===== src/verilog/rvPkg.sv =====
package rvPkg;

    localparam int XLEN     = 32;    // integer register and datapath width
    localparam int REGADDRW = 5;     // x0..x31

    // major opcode, instruction bits 6:2
    typedef enum logic [4:0] {
        LOAD   = 5'b00000,   // loads, not implemented
        STORE  = 5'b01000,   // stores, not implemented
        OP_IMM = 5'b00100,   // register-immediate ALU ops
        OP     = 5'b01100,   // register-register ALU ops
        LUI    = 5'b01101,   // load upper immediate
        AUIPC  = 5'b00101,   // needs a pc, not implemented
        BRANCH = 5'b11000,   // conditional branches, not implemented
        JAL    = 5'b11011,   // jump and link, not implemented
        JALR   = 5'b11001,   // jump and link register, not implemented
        SYSTEM = 5'b11100    // ecall / ebreak / csr, not implemented
    } opcodeE;

    // decoded ALU operation, one per distinct datapath function
    typedef enum logic [3:0] {
        ADD   = 4'd0,
        SUB   = 4'd1,
        SLL   = 4'd2,
        SLT   = 4'd3,    // signed compare
        SLTU  = 4'd4,    // unsigned compare
        XOR   = 4'd5,
        SRL   = 4'd6,
        SRA   = 4'd7,    // sign bit fills vacated bits
        OR    = 4'd8,
        AND   = 4'd9,
        PASSB = 4'd10    // operand b straight through, for lui
    } aluOpE;

    // funct3 field of OP and OP_IMM, instruction bits 14:12
    typedef enum logic [2:0] {
        F3ADD  = 3'b000,   // add / sub
        F3SLL  = 3'b001,
        F3SLT  = 3'b010,
        F3SLTU = 3'b011,
        F3XOR  = 3'b100,
        F3SRLA = 3'b101,   // srl / sra, picked by instr[30]
        F3OR   = 3'b110,
        F3AND  = 3'b111
    } funct3E;

endpackage


===== src/verilog/instrDecoder.sv =====
`timescale 1ns/1ns

module instrDecoder (
    input  logic                          clk,
    input  logic                          rstN,
    input  logic                          instrValid,
    input  logic [31:0]                   instr,
    output logic [rvPkg::REGADDRW-1:0]    rs1Addr,
    output logic [rvPkg::REGADDRW-1:0]    rs2Addr,
    input  logic [rvPkg::XLEN-1:0]        rs1Data,
    input  logic [rvPkg::XLEN-1:0]        rs2Data,
    input  logic                          exWe,
    input  logic [rvPkg::REGADDRW-1:0]    exRd,
    input  logic [rvPkg::XLEN-1:0]        exResult,
    output logic                          dValid,
    output logic                          dWe,
    output logic                          dIllegal,
    output rvPkg::aluOpE                  dAluOp,
    output logic [rvPkg::XLEN-1:0]        dOpA,
    output logic [rvPkg::XLEN-1:0]        dOpB,
    output logic [rvPkg::REGADDRW-1:0]    dRd
);
    import rvPkg::*;

    opcodeE              opcode;
    funct3E              funct3;
    logic [6:0]          funct7;
    logic [REGADDRW-1:0] rd, rs1, rs2;
    logic [XLEN-1:0]     imm;
    logic                bImm;       // operand b comes from the immediate
    logic                supported;
    aluOpE               aluOp;
    logic [XLEN-1:0]     opAReg, opBReg;
    logic [REGADDRW-1:0] dRs1, dRs2;
    logic                dBImm;

    assign opcode = opcodeE'(instr[6:2]);
    assign rd     = instr[11:7];
    assign funct3 = funct3E'(instr[14:12]);
    assign rs1    = instr[19:15];
    assign rs2    = instr[24:20];
    assign funct7 = instr[31:25];

    assign rs1Addr = rs1;   // register file read, combinational
    assign rs2Addr = rs2;

    always_comb begin
        case (opcode)
            OP, OP_IMM, LUI:                               supported = 1'b1;
            LOAD, STORE, AUIPC, BRANCH, JAL, JALR, SYSTEM: supported = 1'b0;
            default:                                       supported = 1'b0;
        endcase
    end

    always_comb begin
        aluOp = ADD;
        case (funct3)
            F3ADD:  if (opcode == OP && funct7[5]) aluOp = SUB;   // no subi in rv32i
            F3SLL:  aluOp = SLL;
            F3SLT:  aluOp = SLT;
            F3SLTU: aluOp = SLTU;
            F3XOR:  aluOp = XOR;
            F3SRLA: aluOp = funct7[5] ? SRA : SRL;   // also srai, imm[10] is bit 30
            F3OR:   aluOp = OR;
            F3AND:  aluOp = AND;
        endcase
        if (opcode == LUI) aluOp = PASSB;
    end

    assign bImm = (opcode == OP_IMM) || (opcode == LUI);
    assign imm  = (opcode == LUI) ? {instr[31:12], 12'b0}
                                  : {{(XLEN-12){instr[31]}}, instr[31:20]};   // sign-extended i-imm

    always_ff @(posedge clk or negedge rstN) begin
        if (!rstN) begin
            dValid   <= 1'b0;
            dWe      <= 1'b0;
            dIllegal <= 1'b0;
        end else begin
            dValid   <= instrValid;
            dWe      <= instrValid && supported && (rd != '0);   // x0 writes dropped here only
            dIllegal <= instrValid && !supported;
        end
    end

    always_ff @(posedge clk) begin
        dAluOp <= aluOp;
        opAReg <= rs1Data;   // already write-through for the instruction two ahead
        opBReg <= bImm ? imm : rs2Data;
        dRd    <= rd;
        dRs1   <= rs1;
        dRs2   <= rs2;
        dBImm  <= bImm;
    end

    // exResult belongs to the instruction just ahead, so its forward is applied late
    assign dOpA = (exWe && exRd == dRs1) ? exResult : opAReg;
    assign dOpB = (!dBImm && exWe && exRd == dRs2) ? exResult : opBReg;

    assert property (@(posedge clk) disable iff (!rstN) !(dIllegal && dWe))
        else $error("decoder flagged an instruction both illegal and writing");

endmodule


===== src/verilog/aluExecute.sv =====
`timescale 1ns/1ns

module aluExecute (
    input  logic                          clk,
    input  logic                          rstN,
    input  logic                          dValid,
    input  logic                          dWe,
    input  logic                          dIllegal,
    input  rvPkg::aluOpE                  dAluOp,
    input  logic [rvPkg::XLEN-1:0]        dOpA,
    input  logic [rvPkg::XLEN-1:0]        dOpB,
    input  logic [rvPkg::REGADDRW-1:0]    dRd,
    output logic                          exValid,
    output logic                          exWe,
    output logic                          exIllegal,
    output logic [rvPkg::REGADDRW-1:0]    exRd,
    output logic [rvPkg::XLEN-1:0]        exResult
);
    import rvPkg::*;

    logic [$clog2(XLEN)-1:0] shamt;
    logic [XLEN-1:0]         aluRes;
    logic                    ltSigned, ltUnsigned;

    assign shamt      = dOpB[$clog2(XLEN)-1:0];   // only low 5 bits count
    assign ltSigned   = $signed(dOpA) < $signed(dOpB);
    assign ltUnsigned = dOpA < dOpB;

    always_comb begin
        case (dAluOp)
            ADD:     aluRes = dOpA + dOpB;
            SUB:     aluRes = dOpA - dOpB;
            SLL:     aluRes = dOpA << shamt;
            SLT:     aluRes = {{(XLEN-1){1'b0}}, ltSigned};
            SLTU:    aluRes = {{(XLEN-1){1'b0}}, ltUnsigned};
            XOR:     aluRes = dOpA ^ dOpB;
            SRL:     aluRes = dOpA >> shamt;
            SRA:     aluRes = $signed(dOpA) >>> shamt;   // copies bit 31
            OR:      aluRes = dOpA | dOpB;
            AND:     aluRes = dOpA & dOpB;
            PASSB:   aluRes = dOpB;   // lui, immediate already shifted
            default: aluRes = '0;
        endcase
    end

    always_ff @(posedge clk or negedge rstN) begin
        if (!rstN) begin
            exValid   <= 1'b0;
            exWe      <= 1'b0;
            exIllegal <= 1'b0;
        end else begin
            exValid   <= dValid;
            exWe      <= dWe;
            exIllegal <= dIllegal;
        end
    end

    always_ff @(posedge clk) begin
        exRd     <= dRd;
        exResult <= aluRes;
    end

    assert property (@(posedge clk) disable iff (!rstN)
        dValid |-> !$isunknown(dAluOp) &&
                   dAluOp inside {ADD, SUB, SLL, SLT, SLTU, XOR, SRL, SRA, OR, AND, PASSB})
        else $error("execute received an undefined ALU operation");

endmodule


===== src/verilog/regFileWriteback.sv =====
`timescale 1ns/1ns

module regFileWriteback (
    input  logic                          clk,
    input  logic                          rstN,
    input  logic [rvPkg::REGADDRW-1:0]    rs1Addr,
    input  logic [rvPkg::REGADDRW-1:0]    rs2Addr,
    output logic [rvPkg::XLEN-1:0]        rs1Data,
    output logic [rvPkg::XLEN-1:0]        rs2Data,
    input  logic                          exValid,
    input  logic                          exWe,
    input  logic                          exIllegal,
    input  logic [rvPkg::REGADDRW-1:0]    exRd,
    input  logic [rvPkg::XLEN-1:0]        exResult,
    output logic                          wbValid,
    output logic [rvPkg::REGADDRW-1:0]    wbAddr,
    output logic [rvPkg::XLEN-1:0]        wbData,
    output logic                          illegal
);
    import rvPkg::*;

    logic [XLEN-1:0] regs [1:2**REGADDRW-1];   // x0 has no storage

    always_ff @(posedge clk or negedge rstN) begin
        if (!rstN) begin
            for (int i = 1; i < 2**REGADDRW; i++) begin
                regs[i] <= '0;
            end
        end else if (exWe) begin
            regs[exRd] <= exResult;
        end
    end

    // x0 reads zero, a write landing this cycle wins over the array
    assign rs1Data = (rs1Addr == '0)              ? '0 :
                     (exWe && exRd == rs1Addr)    ? exResult : regs[rs1Addr];
    assign rs2Data = (rs2Addr == '0)              ? '0 :
                     (exWe && exRd == rs2Addr)    ? exResult : regs[rs2Addr];

    assign wbValid = exValid && exWe;   // one pulse per register write
    assign wbAddr  = exRd;
    assign wbData  = exResult;
    assign illegal = exValid && exIllegal;

    assert property (@(posedge clk) disable iff (!rstN) exWe |-> exRd != '0)
        else $error("register write aimed at x0");

endmodule


===== src/verilog/rvCore.sv =====
`timescale 1ns/1ns

module rvCore (
    input  logic                          clk,
    input  logic                          rstN,
    input  logic                          instrValid,
    input  logic [31:0]                   instr,
    output logic                          wbValid,
    output logic [rvPkg::REGADDRW-1:0]    wbAddr,
    output logic [rvPkg::XLEN-1:0]        wbData,
    output logic                          illegal
);
    import rvPkg::*;

    logic [REGADDRW-1:0] rs1Addr, rs2Addr;   // decode to register file
    logic [XLEN-1:0]     rs1Data, rs2Data;

    logic                dValid, dWe, dIllegal;   // decode to execute
    aluOpE               dAluOp;
    logic [XLEN-1:0]     dOpA, dOpB;
    logic [REGADDRW-1:0] dRd;

    logic                exValid, exWe, exIllegal;   // execute to result, also forwarded
    logic [REGADDRW-1:0] exRd;
    logic [XLEN-1:0]     exResult;

    instrDecoder i_instrDecoder (
        .clk        (clk),
        .rstN       (rstN),
        .instrValid (instrValid),
        .instr      (instr),
        .rs1Addr    (rs1Addr),
        .rs2Addr    (rs2Addr),
        .rs1Data    (rs1Data),
        .rs2Data    (rs2Data),
        .exWe       (exWe),
        .exRd       (exRd),
        .exResult   (exResult),
        .dValid     (dValid),
        .dWe        (dWe),
        .dIllegal   (dIllegal),
        .dAluOp     (dAluOp),
        .dOpA       (dOpA),
        .dOpB       (dOpB),
        .dRd        (dRd)
    );

    aluExecute i_aluExecute (
        .clk       (clk),
        .rstN      (rstN),
        .dValid    (dValid),
        .dWe       (dWe),
        .dIllegal  (dIllegal),
        .dAluOp    (dAluOp),
        .dOpA      (dOpA),
        .dOpB      (dOpB),
        .dRd       (dRd),
        .exValid   (exValid),
        .exWe      (exWe),
        .exIllegal (exIllegal),
        .exRd      (exRd),
        .exResult  (exResult)
    );

    regFileWriteback i_regFileWriteback (
        .clk       (clk),
        .rstN      (rstN),
        .rs1Addr   (rs1Addr),
        .rs2Addr   (rs2Addr),
        .rs1Data   (rs1Data),
        .rs2Data   (rs2Data),
        .exValid   (exValid),
        .exWe      (exWe),
        .exIllegal (exIllegal),
        .exRd      (exRd),
        .exResult  (exResult),
        .wbValid   (wbValid),
        .wbAddr    (wbAddr),
        .wbData    (wbData),
        .illegal   (illegal)
    );

endmodule


===== config.mk =====
export PLATFORM = sky130hd
export DESIGN_NAME = rvCore
export DESIGN_NICKNAME = d
export VERILOG_FILES = /design/src/verilog/rvPkg.sv /design/src/verilog/instrDecoder.sv /design/src/verilog/aluExecute.sv /design/src/verilog/regFileWriteback.sv /design/src/verilog/rvCore.sv
export SDC_FILE = /design/constraint.sdc
export NUM_CORES = 2
export LEC_CHECK = 0
export BUFFER_PORTS_ARGS = -buffer_cell sky130_fd_sc_hd__clkbuf_2
export CORE_MARGIN = 2
export CORE_UTILIZATION = 65
export DETAILED_ROUTE_END_ITERATION = 16
export PLACE_DENSITY = 0.82
export SETUP_SLACK_MARGIN = 0.1
export SLEW_MARGIN = 20
export SYNTH_ARGS = -nofsm -noshare
export SYNTH_HDL_FRONTEND = slang
export SYNTH_SLANG_ARGS = --single-unit
export TNS_END_PERCENT = 30

===== constraint.sdc =====
create_clock -name clk -period 9.9 [get_ports clk]
set_input_delay 1.485 -clock clk [delete_from_list [all_inputs] [get_ports clk]]
set_output_delay 1.485 -clock clk [all_outputs]
set_load 0.005 [all_outputs]

==> flow_summary.json <==
{
  "status": "completed",
  "period_share": 0.719,
  "final_util": 0.710,
  "async_flop_share": 0.892,
  "core-area_sq_mm": 0.102,
  "cts_root_buffer": "clkbuf_16",
  "synthToLayoutAreaGrowth_pct": 7.93,
  "critPathKind": "reg -> reg",
  "yosysMostFrequentCell": "mux2_2",
  "slew_headroom": 0.251,
  "setup_tns_ps": 0,
  "grt-ovfl-total": 0,
  "vias_per_cell": 7.59,
  "crit_fanout": 20,
  "antenna_found_initial": 7,
  "grt_max_degree": 188,
  "power_density_mw_per_mm2": 138,
  "synthTopCellsByCount": "mux2_2 (1,094), dfrtp_1 (998), mux4_2 (576), clkbuf_1 (397), nor2_1 (239)",
  "die_area_sq_mm": 0.106,
  "first_global_vias": 50108,
  "clk_path_buf_depth": 3,
  "max_stage_delay_ps": 950,
  "crit_required_ps": 10420,
  "synth_edf_count": 0,
  "r2r_start": "i_aluExecute.exRd[2]$_DFF_P_",
  "ys_seq_elements": 1119,
  "cts_setup_buffers": 0,
  "gp_congestion": 1.06,
  "clock_latency_ps": 740,
  "critPathBufInv": 2,
  "synthFlopType": "dfrtp_1",
  "totalWireLength_um": 233000,
  "yosys-top-cells-area": "dfrtp_1 (37%), mux4_2 (19%), mux2_2 (18%), dfxtp_1 (3.6%), clkbuf_1 (2.2%)",
  "synth.distinct_cells": 97,
  "p_leak_nw": 33.0,
  "first_pass_iters": 6,
  "nFillCells": 6755,
  "cts_buffers": 115,
  "yosysWarningCount": 0,
  "fp.dieH_um": 326,
  "ctsResizeCount": 0,
  "setup_viol": 0,
  "hold_buffers": 0,
  "hold_viol_final": 0,
  "worst_slew_pin_slew_ps": 1120,
  "ff_latch_area_sq_mm": 0.0274,
  "timing.rr.end": "i_aluExecute.exResult[21]$_SDFF_PN0_",
  "rsz0062_at_grt": "no",
  "initial_core_util": 0.658,
  "wl_per_cell_um": 35.6,
  "nets": 5197,
  "grt_pass1_wl_um": 342000,
  "crit_arrival_ps": 7640,
  "slew_viol_final": 0,
  "whs_path_depth": 0,
  "synth_area_sq_mm": 0.0672,
  "r2r_slack_ps": 2780,
  "cp_slowest_cell": "a2111oi_1",
  "num_rows": 117,
  "syn_nets": 5397,
  "ctsHtreeMaxLevel": 3,
  "drtIter0Drc": 6716,
  "layout-drive-gt1-share": 0.419,
  "die_w_um": 326,
  "period_minus_slack_ps": 7120,
  "remaining_drc_errors": 0,
  "io_pins": 74,
  "yosysTopAreaCell": "dfrtp_1",
  "netlist.area_leader.share": 0.372,
  "cp_cell_sequence": "xor2_1 -> nor3b_2 -> nand2_4 -> buf_4 -> mux2i_1 -> inv_1 -> ha_1 -> and4_1 -> nand3_1 -> a2111oi_1 -> nor2_1 -> nand2b_1 -> o22a_1 -> a21oi_1 -> a2111oi_0 -> o211ai_1",
  "place_hpwl_um": 147000,
  "cts_tree": "built",
  "cp-end-kind": "flip-flop",
  "worstHoldStart": "i_instrDecoder.dRd[1]$_DFF_P_",
  "start_kind": "flip-flop",
  "clk_pin_slew_worst_paths_ps": 60,
  "hold_path.class": "reg -> reg",
  "drtAntennaViolNets": 0,
  "min_to": "i_aluExecute.exRd[1]$_DFF_P_",
  "portBuffers": 71,
  "cp_top_family": "compound AO/OA/AOI/OAI gates",
  "grt_usage": 0.440,
  "dr_total_vias": 49565,
  "skew_ps": 51.5,
  "maxCapViolCount": 0,
  "synth_seq_area_share": 0.408,
  "cts_sinks": 1119,
  "synth_cells": 5263,
  "syn_avg_cell_area_sq_um": 12.8,
  "fmax_mhz": 140,
  "multi_input_area_sq_mm": 0.0376,
  "ir_drop_mv": 0.232,
  "reg2reg_depth": 16
}
layout make-up:
type | count | share of cell area
clock buffers | 175 | 0.0472
multi-input cells | 3526 | 0.519
repair buffers | 209 | 0.0221
well taps | 1368 | 0.0236
flip-flops and latches | 1119 | 0.378
clock inverters | 40 | 0.00580
diodes | 1 | 0.0000345
inverters | 92 | 0.00480
power by group:
group / internal [W] / switching, W
logic: 0.000278 / 0.000610
clock network: 0.00252 / 0.00192
registers: 0.00462 / 0.0000528
total: 0.00742 / 0.00258
cells in the final DEF, fill, tap and decap left out, types with 37 or more instances in the layout:
| cell | instances |
|---|---|
| buf_4 | 131 |
| a22o_1 | 69 |
| a211oi_1 | 52 |
| nor3_1 | 61 |
| mux4_2 | 576 |
| nand2_1 | 208 |
| inv_1 | 87 |
| o22ai_1 | 37 |
| mux2i_1 | 124 |
| a22oi_1 | 43 |
| nor2_1 | 218 |
| clkbuf_16 | 117 |
| clkbuf_2 | 61 |
| dfrtp_1 | 998 |
| a21oi_1 | 188 |
| dfxtp_1 | 119 |
| o21ai_0 | 171 |
| mux2_2 | 1094 |
| ha_1 | 97 |
| nand3_1 | 76 |
state kept, by name (all words and copies together) (netlist names), 4 cells and up:
register and cells:
i_regFileWriteback.regs 992, i_aluExecute.exResult 32, i_instrDecoder.opAReg 32, i_instrDecoder.opBReg 32
i_aluExecute.exRd 5, i_instrDecoder.dRd 5, i_instrDecoder.dRs1 5, i_instrDecoder.dRs2 5
i_instrDecoder.dAluOp 4
per-stage QoR:
step                total power (W)  std cells  hold WS, ps  worst slack (ps)  area (sq um)
global placement            0.00561       6312          310              3220         68600
CTS                         0.00998       6527          327              3100         72500
detailed placement          0.00562       6312          312              3170         68600
finish                       0.0100       6530          329              2780         72500
global route                 0.0103       6530          331              2400         72500
floorplan                   0.00526       5263          310              4790         67200
routing by layer:
layer / vias up / GRT usage / part of all wire
met5: - / 0 / 0.00022
met4: 8 / 0.225 / 0.062
met3: 804 / 0.134 / 0.13
met2: 3366 / 0.642 / 0.44
met1: 25609 / 0.603 / 0.37
li1: 19778 / - / -
worst max path at each step:
stage | startpoint | end | slack [ps] | cells past startpoint
2_1_floorplan | i_aluExecute.exRd[1]$_DFF_P_ | i_aluExecute.exResult[30]$_SDFF_PN0_ | 4790 | 20
3_3_place_gp | i_aluExecute.exRd[2]$_DFF_P_ | i_aluExecute.exResult[29]$_SDFF_PN0_ | 3220 | 16
3_5_place_dp | i_aluExecute.exRd[2]$_DFF_P_ | i_aluExecute.exResult[29]$_SDFF_PN0_ | 3170 | 16
4_1_cts | i_aluExecute.exRd[2]$_DFF_P_ | i_aluExecute.exResult[29]$_SDFF_PN0_ | 3100 | 16
5_1_grt | i_aluExecute.exRd[2]$_DFF_P_ | i_aluExecute.exResult[29]$_SDFF_PN0_ | 2400 | 16
6_report | i_aluExecute.exRd[2]$_DFF_P_ | i_aluExecute.exResult[21]$_SDFF_PN0_ | 2780 | 16
cells by family after synthesis:
| kind of cell | after synthesis | share of synthesized area |
|---|---|---|
| AO/OA/AOI/OAI | 849 | 0.0863 |
| XOR/XNOR | 32 | 0.00417 |
| adder cells (fa/ha/maj) | 99 | 0.0187 |
| buffers and inverters | 618 | 0.0359 |
| flip-flops | 1119 | 0.408 |
| multiplexers | 1796 | 0.396 |
| AND/OR/NAND/NOR | 750 | 0.0517 |
Power figures use the tool's default switching activity.
